## src/logic/blackjack_pkg.sv

```systemverilog
// Game enums, card, hand and status structs, VGA bus struct,
// button rectangles and table colors.
package blackjack_pkg;

    typedef enum logic [2:0] {
        IDLE,
        DEAL,
        PLAYER_TURN,
        DEALER_TURN,
        RESULT
    } game_state_t;

    typedef enum logic [1:0] {CMD_NONE, CMD_DEAL, CMD_HIT, CMD_STAND} cmd_t;

    typedef enum logic [1:0] {NONE, PLAYER_WIN, DEALER_WIN, PUSH} outcome_t;

    localparam int MAX_CARDS = 5;   // Card slots in one hand.

    typedef logic [3:0] rank_t;     // 1 is the ace, 11 to 13 are the face cards.

    typedef struct packed {
        rank_t [MAX_CARDS-1:0] ranks;
        logic  [2:0]           count;
    } hand_t;

    typedef struct packed {
        game_state_t state;
        outcome_t    outcome;
        logic [4:0]  player_total;
        logic [4:0]  dealer_total;
        logic [2:0]  player_count;
        logic [2:0]  dealer_count;
    } game_status_t;

    typedef struct packed {
        logic [10:0] h_count;
        logic [10:0] v_count;
        logic        hsync;
        logic        vsync;
        logic        blank;
    } vga_bus_t;

    typedef struct packed {
        logic [3:0] r;
        logic [3:0] g;
        logic [3:0] b;
    } rgb_t;

    // ~~~~~~~~~~~~~~~~~~~~
    // Buttons along the bottom of the screen.
    localparam logic [11:0] BTN_DEAL_X  = 12'd80;
    localparam logic [11:0] BTN_DEAL_Y  = 12'd420;
    localparam logic [11:0] BTN_DEAL_W  = 12'd120;
    localparam logic [11:0] BTN_DEAL_H  = 12'd40;
    localparam logic [11:0] BTN_HIT_X   = 12'd260;
    localparam logic [11:0] BTN_HIT_Y   = 12'd420;
    localparam logic [11:0] BTN_HIT_W   = 12'd120;
    localparam logic [11:0] BTN_HIT_H   = 12'd40;
    localparam logic [11:0] BTN_STAND_X = 12'd440;
    localparam logic [11:0] BTN_STAND_Y = 12'd420;
    localparam logic [11:0] BTN_STAND_W = 12'd120;
    localparam logic [11:0] BTN_STAND_H = 12'd40;

    // The rectangle covers rx to rx+w-1 and ry to ry+h-1, both edges included.
    function automatic logic in_rect(logic [11:0] x, logic [11:0] y, logic [11:0] rx,
                                     logic [11:0] ry, logic [11:0] w, logic [11:0] h);
        return (x >= rx) && (x < rx + w) && (y >= ry) && (y < ry + h);
    endfunction

    // ~~~~~~~~~~~~~~~~~~~~
    localparam rgb_t COLOR_TABLE   = '{r: 4'h1, g: 4'h7, b: 4'h2};
    localparam rgb_t COLOR_CARD    = '{r: 4'hf, g: 4'hf, b: 4'hf};
    localparam rgb_t COLOR_BAR     = '{r: 4'h0, g: 4'h0, b: 4'h0};
    localparam rgb_t COLOR_BTN_ON  = '{r: 4'hf, g: 4'hc, b: 4'h2};
    localparam rgb_t COLOR_BTN_OFF = '{r: 4'h5, g: 4'h5, b: 4'h4};

endpackage

```

## src/logic/vga_timing.sv

```systemverilog
// Horizontal and vertical counters with sync and blanking generation.
module vga_timing #(
    parameter int H_ACTIVE = 640,
    parameter int H_FRONT  = 16,
    parameter int H_SYNC   = 96,
    parameter int H_BACK   = 48,
    parameter int V_ACTIVE = 480,
    parameter int V_FRONT  = 10,
    parameter int V_SYNC   = 2,
    parameter int V_BACK   = 33
) (
    input  logic                    clk,
    input  logic                    rst_n,
    output blackjack_pkg::vga_bus_t vga
);
    import blackjack_pkg::*;

    localparam int H_TOTAL      = H_ACTIVE + H_FRONT + H_SYNC + H_BACK;
    localparam int V_TOTAL      = V_ACTIVE + V_FRONT + V_SYNC + V_BACK;
    localparam int H_SYNC_START = H_ACTIVE + H_FRONT;
    localparam int V_SYNC_START = V_ACTIVE + V_FRONT;

    logic [10:0] h_next;
    logic [10:0] v_next;

    // The line counter steps when the pixel counter wraps.
    always_comb begin
        h_next = vga.h_count + 11'd1;
        v_next = vga.v_count;
        if (vga.h_count == 11'(H_TOTAL - 1)) begin
            h_next = '0;
            if (vga.v_count == 11'(V_TOTAL - 1)) begin
                v_next = '0;
            end else begin
                v_next = vga.v_count + 11'd1;
            end
        end
    end

    // Sync and blank are derived from the next counts, so the whole bus
    // describes the same pixel in the same cycle.
    always_ff @(posedge clk) begin
        if (!rst_n) begin
            vga <= '{h_count: '0, v_count: '0, hsync: 1'b1, vsync: 1'b1, blank: 1'b0};
        end else begin
            vga.h_count <= h_next;
            vga.v_count <= v_next;
            vga.hsync   <= !((h_next >= 11'(H_SYNC_START)) &&
                             (h_next <  11'(H_SYNC_START + H_SYNC)));  // Active low.
            vga.vsync   <= !((v_next >= 11'(V_SYNC_START)) &&
                             (v_next <  11'(V_SYNC_START + V_SYNC)));
            vga.blank   <= (h_next >= 11'(H_ACTIVE)) || (v_next >= 11'(V_ACTIVE));
        end
    end

endmodule

```

## src/logic/button_click.sv

```systemverilog
// Mouse press detection and button hit decoding.
module button_click (
    input  logic                clk,
    input  logic                rst_n,
    input  logic [11:0]         mouse_x,
    input  logic [11:0]         mouse_y,
    input  logic                mouse_left,
    output blackjack_pkg::cmd_t cmd
);
    import blackjack_pkg::*;

    logic left_q;   // Button level at the previous edge.
    logic press;
    cmd_t cmd_next;

    assign press = mouse_left && !left_q;

    always_comb begin
        cmd_next = CMD_NONE;
        if (press) begin
            if (in_rect(mouse_x, mouse_y, BTN_DEAL_X, BTN_DEAL_Y, BTN_DEAL_W, BTN_DEAL_H)) begin
                cmd_next = CMD_DEAL;
            end else if (in_rect(mouse_x, mouse_y, BTN_HIT_X, BTN_HIT_Y,
                                 BTN_HIT_W, BTN_HIT_H)) begin
                cmd_next = CMD_HIT;
            end else if (in_rect(mouse_x, mouse_y, BTN_STAND_X, BTN_STAND_Y,
                                 BTN_STAND_W, BTN_STAND_H)) begin
                cmd_next = CMD_STAND;
            end
        end
    end

    always_ff @(posedge clk) begin
        if (!rst_n) begin
            left_q <= 1'b0;
            cmd    <= CMD_NONE;
        end else begin
            left_q <= mouse_left;
            cmd    <= cmd_next;    // Held for one cycle only.
        end
    end

endmodule

```

## src/logic/card_dealer.sv

```systemverilog
// Pseudo-random card source built on a free-running xorshift LFSR.
module card_dealer (
    input  logic                 clk,
    input  logic                 rst_n,
    input  logic                 draw_req,
    output logic                 card_valid,
    output blackjack_pkg::rank_t card_rank
);
    import blackjack_pkg::*;

    localparam logic [15:0] SEED = 16'hace1;

    logic [15:0] lfsr;
    logic [15:0] mix_a;
    logic [15:0] mix_b;
    logic [15:0] lfsr_next;
    logic        pending;
    logic        in_range;

    // Shift triple 7, 9, 8 gives the full period for a 16-bit state.
    always_comb begin
        mix_a     = lfsr ^ (lfsr << 7);
        mix_b     = mix_a ^ (mix_a >> 9);
        lfsr_next = mix_b ^ (mix_b << 8);
    end

    assign in_range = (lfsr[3:0] != 4'd0) && (lfsr[3:0] <= 4'd13);

    always_ff @(posedge clk) begin
        if (!rst_n) begin
            lfsr       <= SEED;
            pending    <= 1'b0;
            card_valid <= 1'b0;
        end else begin
            lfsr       <= lfsr_next;
            card_valid <= 1'b0;
            if ((pending || draw_req) && in_range) begin
                card_valid <= 1'b1;
                pending    <= 1'b0;
            end else if (draw_req) begin
                pending    <= 1'b1;     // Wait for a usable nibble.
            end
        end
    end

    // The rank is payload and only meaningful alongside card_valid.
    always_ff @(posedge clk) begin
        if ((pending || draw_req) && in_range) begin
            card_rank <= lfsr[3:0];
        end
    end

endmodule

```

## src/logic/blackjack_fsm.sv

```systemverilog
// Game state machine with hand storage, scoring and outcome decision.
module blackjack_fsm (
    input  logic                        clk,
    input  logic                        rst_n,
    input  blackjack_pkg::cmd_t         cmd,
    input  logic                        card_valid,
    input  blackjack_pkg::rank_t        card_rank,
    output logic                        draw_req,
    output blackjack_pkg::hand_t        player_hand,
    output blackjack_pkg::hand_t        dealer_hand,
    output blackjack_pkg::game_status_t status
);
    import blackjack_pkg::*;

    game_state_t game_state;
    outcome_t    outcome;
    logic        waiting;       // A card request is outstanding.
    logic [4:0]  player_total;
    logic [4:0]  dealer_total;

    // Totals stay below 32 because a bust ends the player's turn and the
    // dealer stops drawing at 17.
    function automatic logic [4:0] hand_total(hand_t hand);
        logic [4:0] sum;
        logic       has_ace;
        sum     = '0;
        has_ace = 1'b0;
        for (int i = 0; i < MAX_CARDS; i++) begin
            if (3'(i) < hand.count) begin
                if (hand.ranks[i] == 4'd1) begin
                    has_ace = 1'b1;
                end
                sum = sum + ((hand.ranks[i] > 4'd10) ? 5'd10 : {1'b0, hand.ranks[i]});
            end
        end
        if (has_ace && (sum <= 5'd11)) begin
            sum = sum + 5'd10;      // One ace counts as eleven.
        end
        return sum;
    endfunction

    assign player_total = hand_total(player_hand);
    assign dealer_total = hand_total(dealer_hand);

    assign status = '{state: game_state, outcome: outcome,
                      player_total: player_total, dealer_total: dealer_total,
                      player_count: player_hand.count, dealer_count: dealer_hand.count};

    always_ff @(posedge clk) begin
        if (!rst_n) begin
            game_state  <= IDLE;
            outcome     <= NONE;
            waiting     <= 1'b0;
            draw_req    <= 1'b0;
            player_hand <= '0;
            dealer_hand <= '0;
        end else begin
            draw_req <= 1'b0;
            if (card_valid) begin
                waiting <= 1'b0;
            end
            case (game_state)
                IDLE, RESULT: begin
                    if (cmd == CMD_DEAL) begin
                        player_hand <= '0;
                        dealer_hand <= '0;
                        outcome     <= NONE;
                        game_state  <= DEAL;
                    end
                end
                // ~~~~~~~~~~~~~~~~~~~~
                DEAL: begin
                    if (card_valid && (player_hand.count < 3'd2)) begin
                        player_hand.ranks[player_hand.count] <= card_rank;
                        player_hand.count <= player_hand.count + 3'd1;
                    end else if (card_valid) begin
                        dealer_hand.ranks[dealer_hand.count] <= card_rank;
                        dealer_hand.count <= dealer_hand.count + 3'd1;
                    end else if (dealer_hand.count == 3'd2) begin
                        game_state <= PLAYER_TURN;
                    end else if (!waiting) begin
                        draw_req <= 1'b1;
                        waiting  <= 1'b1;
                    end
                end
                PLAYER_TURN: begin
                    if (card_valid) begin
                        player_hand.ranks[player_hand.count] <= card_rank;
                        player_hand.count <= player_hand.count + 3'd1;
                    end else if (!waiting) begin
                        if (player_total > 5'd21) begin
                            outcome    <= DEALER_WIN;
                            game_state <= RESULT;
                        end else if ((cmd == CMD_HIT) &&
                                     (player_hand.count < 3'(MAX_CARDS))) begin
                            draw_req <= 1'b1;
                            waiting  <= 1'b1;
                        end else if (cmd == CMD_STAND) begin
                            game_state <= DEALER_TURN;
                        end
                    end
                end
                DEALER_TURN: begin
                    if (card_valid) begin
                        dealer_hand.ranks[dealer_hand.count] <= card_rank;
                        dealer_hand.count <= dealer_hand.count + 3'd1;
                    end else if (!waiting) begin
                        if ((dealer_total < 5'd17) && (dealer_hand.count < 3'(MAX_CARDS))) begin
                            draw_req <= 1'b1;
                            waiting  <= 1'b1;
                        end else begin
                            game_state <= RESULT;
                            if ((dealer_total > 5'd21) || (player_total > dealer_total)) begin
                                outcome <= PLAYER_WIN;
                            end else if (dealer_total > player_total) begin
                                outcome <= DEALER_WIN;
                            end else begin
                                outcome <= PUSH;
                            end
                        end
                    end
                end
                default: game_state <= IDLE;
            endcase
        end
    end

endmodule

```

## src/logic/draw_table.sv

```systemverilog
// Pixel stage for the table, both hands and the three buttons.
module draw_table (
    input  logic                       clk,
    input  logic                       rst_n,
    input  blackjack_pkg::vga_bus_t    vga,
    input  blackjack_pkg::hand_t       player_hand,
    input  blackjack_pkg::hand_t       dealer_hand,
    input  blackjack_pkg::game_state_t state,
    output logic                       hsync,
    output logic                       vsync,
    output blackjack_pkg::rgb_t        rgb
);
    import blackjack_pkg::*;

    // Card geometry in pixels.
    localparam int CARD_X0    = 40;
    localparam int CARD_PITCH = 52;
    localparam int CARD_W     = 40;
    localparam int CARD_H     = 60;
    localparam int DEALER_Y   = 60;
    localparam int PLAYER_Y   = 260;
    localparam int BAR_MARGIN = 4;
    localparam int BAR_W      = 8;
    localparam int BAR_STEP   = 4;     // Bar height per rank step.

    localparam logic [1:0] PIX_NONE = 2'd0;
    localparam logic [1:0] PIX_CARD = 2'd1;
    localparam logic [1:0] PIX_BAR  = 2'd2;

    logic [11:0] px;
    logic [11:0] py;
    logic [1:0]  dealer_pix;
    logic [1:0]  player_pix;
    logic        deal_on;
    logic        play_on;
    rgb_t        pix;

    // Classifies the pixel against one row of cards.
    function automatic logic [1:0] card_pixel(hand_t hand, logic [10:0] x, logic [10:0] y,
                                              logic [10:0] row_y);
        logic [10:0] cx;
        logic [10:0] bar_top;
        logic [10:0] bar_bottom;
        card_pixel = PIX_NONE;
        bar_bottom = row_y + 11'(CARD_H - BAR_MARGIN);
        for (int i = 0; i < MAX_CARDS; i++) begin
            cx      = 11'(CARD_X0 + i * CARD_PITCH);
            bar_top = bar_bottom - 11'(hand.ranks[i]) * 11'(BAR_STEP);
            if ((3'(i) < hand.count) && (x >= cx) && (x < cx + 11'(CARD_W)) &&
                (y >= row_y) && (y < row_y + 11'(CARD_H))) begin
                if ((x >= cx + 11'(BAR_MARGIN)) && (x < cx + 11'(BAR_MARGIN + BAR_W)) &&
                    (y >= bar_top) && (y < bar_bottom)) begin
                    card_pixel = PIX_BAR;
                end else begin
                    card_pixel = PIX_CARD;
                end
            end
        end
    endfunction

    assign px         = {1'b0, vga.h_count};
    assign py         = {1'b0, vga.v_count};
    assign dealer_pix = card_pixel(dealer_hand, vga.h_count, vga.v_count, 11'(DEALER_Y));
    assign player_pix = card_pixel(player_hand, vga.h_count, vga.v_count, 11'(PLAYER_Y));
    assign deal_on    = (state == IDLE) || (state == RESULT);
    assign play_on    = (state == PLAYER_TURN);   // Hit and stand share this.

    always_comb begin
        pix = COLOR_TABLE;
        if ((dealer_pix == PIX_BAR) || (player_pix == PIX_BAR)) begin
            pix = COLOR_BAR;
        end else if ((dealer_pix == PIX_CARD) || (player_pix == PIX_CARD)) begin
            pix = COLOR_CARD;
        end else if (in_rect(px, py, BTN_DEAL_X, BTN_DEAL_Y, BTN_DEAL_W, BTN_DEAL_H)) begin
            pix = deal_on ? COLOR_BTN_ON : COLOR_BTN_OFF;
        end else if (in_rect(px, py, BTN_HIT_X, BTN_HIT_Y, BTN_HIT_W, BTN_HIT_H) ||
                     in_rect(px, py, BTN_STAND_X, BTN_STAND_Y, BTN_STAND_W, BTN_STAND_H)) begin
            pix = play_on ? COLOR_BTN_ON : COLOR_BTN_OFF;
        end
    end

    // One register stage keeps the syncs aligned with the colour.
    always_ff @(posedge clk) begin
        if (!rst_n) begin
            hsync <= 1'b1;
            vsync <= 1'b1;
            rgb   <= '0;
        end else begin
            hsync <= vga.hsync;
            vsync <= vga.vsync;
            rgb   <= vga.blank ? '0 : pix;  // Black outside the active area.
        end
    end

endmodule

```

## src/logic/top_blackjack.sv

```systemverilog
// Top level of the blackjack table, with the timing parameters passed down.
module top_blackjack #(
    parameter int H_ACTIVE = 640,
    parameter int H_FRONT  = 16,
    parameter int H_SYNC   = 96,
    parameter int H_BACK   = 48,
    parameter int V_ACTIVE = 480,
    parameter int V_FRONT  = 10,
    parameter int V_SYNC   = 2,
    parameter int V_BACK   = 33
) (
    input  logic                        clk,
    input  logic                        rst_n,
    input  logic [11:0]                 mouse_x,
    input  logic [11:0]                 mouse_y,
    input  logic                        mouse_left,
    output logic                        hsync,
    output logic                        vsync,
    output blackjack_pkg::rgb_t         rgb,
    output blackjack_pkg::game_status_t status
);
    import blackjack_pkg::*;

    vga_bus_t vga;
    cmd_t     cmd;
    logic     draw_req;
    logic     card_valid;
    rank_t    card_rank;
    hand_t    player_hand;
    hand_t    dealer_hand;

    vga_timing #(
        .H_ACTIVE(H_ACTIVE), .H_FRONT(H_FRONT), .H_SYNC(H_SYNC), .H_BACK(H_BACK),
        .V_ACTIVE(V_ACTIVE), .V_FRONT(V_FRONT), .V_SYNC(V_SYNC), .V_BACK(V_BACK)
    ) u_vga_timing (.clk, .rst_n, .vga);

    button_click u_button_click (.clk, .rst_n, .mouse_x, .mouse_y, .mouse_left, .cmd);

    card_dealer u_card_dealer (.clk, .rst_n, .draw_req, .card_valid, .card_rank);

    blackjack_fsm u_blackjack_fsm (
        .clk, .rst_n, .cmd, .card_valid, .card_rank,
        .draw_req, .player_hand, .dealer_hand, .status
    );

    draw_table u_draw_table (
        .clk, .rst_n, .vga, .player_hand, .dealer_hand, .state(status.state),
        .hsync, .vsync, .rgb
    );

endmodule

```

## config.mk

```make
export PLATFORM = sky130hd
export DESIGN_NAME = top_blackjack
export DESIGN_NICKNAME = d
export VERILOG_FILES = /design/src/logic/blackjack_pkg.sv /design/src/logic/vga_timing.sv /design/src/logic/button_click.sv /design/src/logic/card_dealer.sv /design/src/logic/blackjack_fsm.sv /design/src/logic/draw_table.sv /design/src/logic/top_blackjack.sv
export SDC_FILE = /design/constraint.sdc
export NUM_CORES = 1
export LEC_CHECK = 0
export BUFFER_PORTS_ARGS = -buffer_cell sky130_fd_sc_hd__buf_4
export CAP_MARGIN = 20
export CORE_ASPECT_RATIO = 1.4
export CORE_MARGIN = 3
export CORE_UTILIZATION = 40
export CTS_CLUSTER_DIAMETER = 50
export CTS_CLUSTER_SIZE = 20
export DETAILED_ROUTE_END_ITERATION = 7
export GPL_ROUTABILITY_DRIVEN = 0
export PLACE_DENSITY = 0.68
export SLEW_MARGIN = 20
export SYNTH_ARGS = -nofsm -noshare
export SYNTH_HDL_FRONTEND = slang
export SYNTH_SLANG_ARGS = --single-unit
```

## constraint.sdc

```tcl
create_clock -name clk -period 19.2 [get_ports clk]
set_clock_uncertainty 0.05 [all_clocks]
set_input_delay 3.84 -clock clk [delete_from_list [all_inputs] [get_ports clk]]
set_output_delay 3.84 -clock clk [all_outputs]
set_load 0.005 [all_outputs]
```

==> run summary, run 1 <==
Status: completed
Multi-input gate area: 6720 sq um
Post-CTS Setup Bufs: 0
First DRT Iteration DRCs: 756
Number of global-route vias before repair: 8491
Root Buffer: clkbuf_16
First-pass GRT wire length: 41700 um
Fill cells: 2334
EDFF count, synth: 4
Area leader, netlist: dfxtp_1
Fmax achieved: 0.0900 GHz
Syn_nets: 1361
Fin crit period: 11.12 ns
Hold Path Class: flip-flop to flip-flop
Initial Util: 40.8%
Final WS setup: 8.08 ns
Crit end category: output port
Die ar.: 25600 sq um
Initial antenna violation count: 0
Share of the synthesized area in the top cell type: 23.0%
RSZ-0062 raised after global routing: no
Core area: 23300 sq um
Yosys warns: 0
TritonCTS clock tree: built
# resized after CTS: 0
Avg Inst Size Synth: 7.73 sq um
Yosys reg bits: 113
Period Utilization, post-route: 57.9%
Slew @ Worst Pin: 1.03 ns
Final Setup Violations: 0
P per Cell Area: 64.0 nW/um^2
Switching Fraction: 28.2%
Lkg Pwr: 4.72 nW
Clock network latency to the later pin of the worst-skew pair: 0.42 ns
GRT Util Overall: 19.6%
Combinational power share: 16.4%
Top post-synthesis cells by area: dfxtp_1, ha_1, nor2_1
DRC viols: 0
Pin count of the biggest net entering global routing: 57
Layout cells sized above 1: 9.65%
Crit Path Max Fanout: 18
Routed Antenna Nets: 0
Clock Tree Buf Depth: 2
Number of unique standard cell types used by synthesis: 86
Setup CP Type: flip-flop to output port
Row count: 66
Die Ht: 188 um
Ys flop type: dfxtp_1
Routed len/inst: 16.1 um
Area growth syn-to-layout: 11.7%
Async set-reset flop share out of synthesis: 0%
Synth Instances: 1228
Sequential share of the synthesized area: 24.2%
Int Pwr: 0.487 mW
TritonRoute pass-1 iters: 5
Hpwl dp: 19200 um
Net switching power: 0.191 mW
Clk sinks: 113
Register area: 2300 sq um
Maxcap violations: 0
Peak supply drop: 0.0000561 V
Core Util, Final: 45.5%
Hold-fix buffers at CTS: 0
H-tree depth: 4
Pre-CTS setup slack: 8.49 ns
Hold violation total from the final report: 0
Clock buffer count from CTS: 17
Commonest non-fill, non-tap cells in the layout: nor2_1, dfxtp_1, nand2_1, ha_1, a21oi_1
CP required: 15.31 ns
Sequential power share: 39.4%
CTS clock-pin slew for the worst setup and hold paths: 0.06 ns
Detailed Route WL: 25100 um
Antenna diode count: 0
Input/output buffers: 57
Die X: 136 um
Slew Limit Fails: 0
Mean number of vias per cell: 5.72
Startpoint Class: flip-flop
Critical path arrival: 7.23 ns
Final nets: 1374
Post-route setup TNS: 0 ns
Synthesized area: 9500 sq um
Max_slew headroom: 31.1%
Pwr Total: 0.679 mW
Most common cell after layout, fill and taps aside: nor2_1
Grt ovf: 0
Part of the power in the clock network: 44.2%
# IOs: 62
Via count: 8926
worst max-delay path, stage by stage, from the launching register on:
cell and delay (ns):
dfxtp_1 0.49, or2_2 0.49, nor2_1 0.43, nor2_1 0.11, ha_1 0.23, fa_1 0.51, nand2_1 0.05, o21ai_0 0.14
fa_1 0.49, and3_1 0.19, a41oi_1 0.27, o211ai_1 0.20, fa_1 0.51, a2bb2oi_1 0.17, fa_1 0.52, nand2_1 0.05
a32oi_1 0.52, ha_1 0.25, inv_1 0.05, o31a_1 0.29, a211oi_2 0.26, nor3_1 0.10, or2_2 0.33, buf_4 0.15
cells by family (layout without fill, tap and decap cells):
family / Yosys count / count (layout) / share of synthesized area (%)
simple gates: 492 / 492 / 25.6
compound gates: 319 / 319 / 22.6
buf+inv: 115 / 141 / 5.01
flops: 113 / 113 / 24.2
fa+ha+maj: 107 / 107 / 14.7
xor+xnor: 69 / 69 / 6.36
mux: 13 / 13 / 1.48
synthesized netlist by cell type, drive strengths merged, types with 29 or more instances:
cell type / number
xor2: 30
nand3: 30
a21o: 29
nand2: 103
o21ai: 63
a22oi: 41
clkbuf: 50
a21oi: 78
inv: 47
nor2: 168
dfxtp: 109
ha: 98
xnor2: 39
per-layer routing:
layer / wire, um / vias up / GRT usage (%) / share of wire (%)
met5: 0 / - / 0 / 0
li1: - / 4443 / - / -
met2: 13100 / 215 / 36.2 / 52
met4: 617 / 0 / 5.70 / 2.5
met3: 834 / 50 / 2.30 / 3.3
met1: 10600 / 4218 / 23.4 / 42
metrics by stage:
| stage | cells | hold WS, ns | cell area [sq um] |
|---|---|---|---|
| finish | 1560 | 0.354 | 10600 |
| global route | 1560 | 0.390 | 10600 |
| CTS | 1560 | 0.356 | 10600 |
| detailed placement | 1528 | 0.343 | 10000 |
| global placement | 1528 | 0.343 | 10000 |
| floorplan | 1228 | 0.336 | 9500 |
final timing paths:
check                                 startpoint                          to  slack [ns]  depth (start not counted)
setup / recovery  u_blackjack_fsm.player_hand[1]                  status[12]        8.08                         23
hold / removal               u_vga_timing.vga[1]          u_draw_table.vsync        0.35                          1
setup reg to reg  u_blackjack_fsm.player_hand[1]  u_blackjack_fsm.outcome[1]       11.28                         27
hold reg to reg              u_vga_timing.vga[1]          u_draw_table.vsync        0.35                          1
state kept, by name, summed over array words and instances, names as in the netlist:
name                         count
u_card_dealer.pending            1
u_blackjack_fsm.outcome          2
u_draw_table.hsync               1
u_blackjack_fsm.player_hand     23
u_blackjack_fsm.waiting          1
u_blackjack_fsm.draw_req         1
u_card_dealer.lfsr              16
u_card_dealer.card_rank          4
u_vga_timing.vga                25
u_button_click.cmd               2
u_blackjack_fsm.dealer_hand     23
u_button_click.left_q            1
u_draw_table.vsync               1
u_blackjack_fsm.game_state       3
u_draw_table.rgb                 8
u_card_dealer.card_valid         1
power groups by stage:
| stage | registers, mW | clock network, mW | logic, mW |
|---|---|---|---|
| after CTS | 0.268 | 0.304 | 0.112 |
| final | 0.268 | 0.300 | 0.111 |
| after detailed placement | 0.273 | 0 | 0.110 |
| after floorplan | 0.270 | 0 | 0.0892 |
| after global placement | 0.272 | 0 | 0.108 |
| after global routing | 0.270 | 0.316 | 0.127 |
final cells by class:
| type | instances | share of cell area (%) |
|---|---|---|
| multi-input combinational | 1000 | 63.4 |
| sequential | 113 | 21.7 |
| timing repair buffer | 61 | 4.32 |
| clock buffer | 18 | 4.05 |
| tap | 306 | 3.61 |
| inverter | 48 | 1.71 |
| clock inverter | 14 | 1.23 |
(Power assumes the default switching activity.)
==> run 2: changes to the inputs <==
- ABC_AREA: default -> 1
- PLACE_DENSITY: 0.68 -> 0.7
- clock period: 19.2 -> 10.1 ns (I/O delays scaled with it)
==> run 2 against run 1 <==
Register-to-register slack lost 7.9 ns. Critical endpoint is now status[10]. Largest cell class unchanged. Highest routed layer unchanged. Hold slack gained 0.0083 ns. Via count grew 6.8%. Power up 140%. First-iteration DRC count is 31% lower. Area after synthesis is 1.6% higher. Clock power is 95% higher. Flip-flop and latch count stayed put. Cell count is 15% higher. Sequential power rose by 99%. Sequential share of layout area fell by 0.42 points.
==> run summary, run 2 <==
Status: completed
Grt ovf: 0
Area leader, netlist: dfxtp_1
Row count: 66
Hold Path Class: flip-flop to flip-flop
Routed Antenna Nets: 0
Hold Path Depth: 1
# resized after CTS: 0
CP required: 8.03 ns
Number of global-route vias before repair: 9008
Pin count of the biggest net entering global routing: 75
Pre-CTS setup slack: 2.48 ns
First DRT Iteration DRCs: 521
Max_slew headroom: 42.5%
Via count: 9535
Fill cells: 2378
TritonRoute pass-1 iters: 7
Clock network latency to the later pin of the worst-skew pair: 0.43 ns
Sequential share of the synthesized area: 23.9%
Max FFs per register: 25
Peak supply drop: 0.000131 V
Slew @ Worst Pin: 0.840 ns
RSZ-0062 raised after global routing: no
CP top delay family: adder cells
Cell count along the critical path: 29
Root Buffer: clkbuf_16
Mean number of vias per cell: 5.31
DRC viols: 0
Fmax achieved: 0.125 GHz
Area growth syn-to-layout: 12.2%
P per Cell Area: 148 nW/um^2
Die ar.: 26000 sq um
Clock Tree Buf Depth: 2
Detailed Route WL: 25400 um
First-pass GRT wire length: 42300 um
H-tree depth: 4
Count leader, synth: nand2_1
Synth Instances: 1443
Top cells by instance count after synthesis: nand2_1, inv_1, nor2_1
Lkg Pwr: 5.14 nW
Core area: 23500 sq um
Biggest register: u_vga_timing.vga
Final nets: 1610
Syn_nets: 1576
Post-route setup TNS: 0 ns
TritonCTS clock tree: built
Maxcap violations: 0
Leading registers by flop count: u_vga_timing.vga: 25 flops, u_blackjack_fsm.dealer_hand: 23 flops, u_blackjack_fsm.player_hand: 23 flops
Hpwl dp: 20000 um
Yosys warns: 0
Most common cell after layout, fill and taps aside: nand2_1
Worst path buffer plus inverter count: 6
Startpoint Class: flip-flop
Ys flop type: dfxtp_1
GRT Util Overall: 19.8%
Hold violation total from the final report: 0
Critical path arrival: 5.96 ns
Clk sinks: 113
Avg Inst Size Synth: 6.68 sq um
Number of unique standard cell types used by synthesis: 60
Final WS setup: 2.07 ns
Synthesized area: 9640 sq um
Layout cells sized above 1: 11.0%
# IOs: 62
CP max-delay cell: fa_1
CTS clock-pin slew for the worst setup and hold paths: 0.06 ns
Setup CP Type: flip-flop to output port
Routed len/inst: 14.2 um
Initial Util: 41.1%
Pwr Total: 1.60 mW
Period Utilization, post-route: 79.5%
Slew Limit Fails: 0
Die X: 137 um
Share of the synthesized area in the top cell type: 22.6%
EDFF count, synth: 4
Async set-reset flop share out of synthesis: 0%
Input/output buffers: 57
Yosys reg bits: 113
Clock buffer count from CTS: 17
Final Setup Violations: 0
Max stage delay on crit path: 0.52 ns
Fin crit period: 8.03 ns
Top post-synthesis cells by area: dfxtp_1, ha_1, nand2_1
Die Ht: 190 um
Crit Path Max Fanout: 7
Initial antenna violation count: 0
Commonest non-fill, non-tap cells in the layout: nand2_1, inv_1, nor2_1, dfxtp_1, a21oi_1
R2R cell count: 38
Core Util, Final: 46.1%
Hold-fix buffers at CTS: 0
Antenna diode count: 0
Post-CTS Setup Bufs: 0
Crit end category: output port
## run 2: cell types whose count changed after synthesis, sizes merged, moves of 24 or more
cell | previous run | this run
clkbuf | 50 | 26
a22oi | 41 | 2
a21oi | 78 | 106
nand3 | 30 | 99
inv | 47 | 194
nand2 | 103 | 333
a21o | 29 | 2
nor2b | 26 | 0
## run 2: cells by family (layout without fill, tap and decap cells)
logic type	Yosys count	after routing	share of synthesized area, %
AO/OA/AOI/OAI	222	222	13.6
XOR/XNOR	54	54	4.90
adder cells (fa/ha/maj)	106	106	14.4
buffers and inverters	237	284	9.90
flip-flops	113	113	23.9
AND/OR/NAND/NOR	711	711	33.3
## run 2: cell type report
type | count | area [sq um] | share of cell area [%]
clock buffer | 17 | 425 | 3.93
clock inverter | 15 | 148 | 1.37
inverter | 194 | 736 | 6.80
multi-input combinational | 1093 | 6390 | 59.0
sequential | 113 | 2300 | 21.3
timing repair buffer | 58 | 435 | 4.03
tap | 306 | 383 | 3.54
## run 2: worst paths after layout
kind	from	to	slack, ns
max	u_blackjack_fsm.dealer_hand[0]	status[10]	2.07
min	u_vga_timing.vga[1]	u_draw_table.vsync	0.36
max reg2reg	u_blackjack_fsm.dealer_hand[0]	u_blackjack_fsm.outcome[1]	3.39
min reg2reg	u_vga_timing.vga[1]	u_draw_table.vsync	0.36
## run 2: metrics by stage
step / hold slack, ns / std cells / instance area (sq um)
2_1_floorplan: 0.343 / 1443 / 9640
3_5_place_dp: 0.358 / 1764 / 10200
5_1_grt: 0.378 / 1796 / 10800
4_1_cts: 0.369 / 1796 / 10800
3_3_place_gp: 0.355 / 1764 / 10200
6_report: 0.362 / 1796 / 10800
## run 2: where the power goes
group | leakage [nW] | internal, mW | switching [mW]
clock | 0.277 | 0.344 | 0.240
combinational | 3.94 | 0.178 | 0.299
sequential | 0.923 | 0.495 | 0.0399
total | 5.14 | 1.02 | 0.579
## run 2: routing by layer
metal	wire [um]	vias up	global-route usage, %
li1	-	4817	-
met1	10700	4323	24.0
met2	12600	322	35.1
met3	1310	73	2.70
met4	817	0	7.68
met5	0	-	0
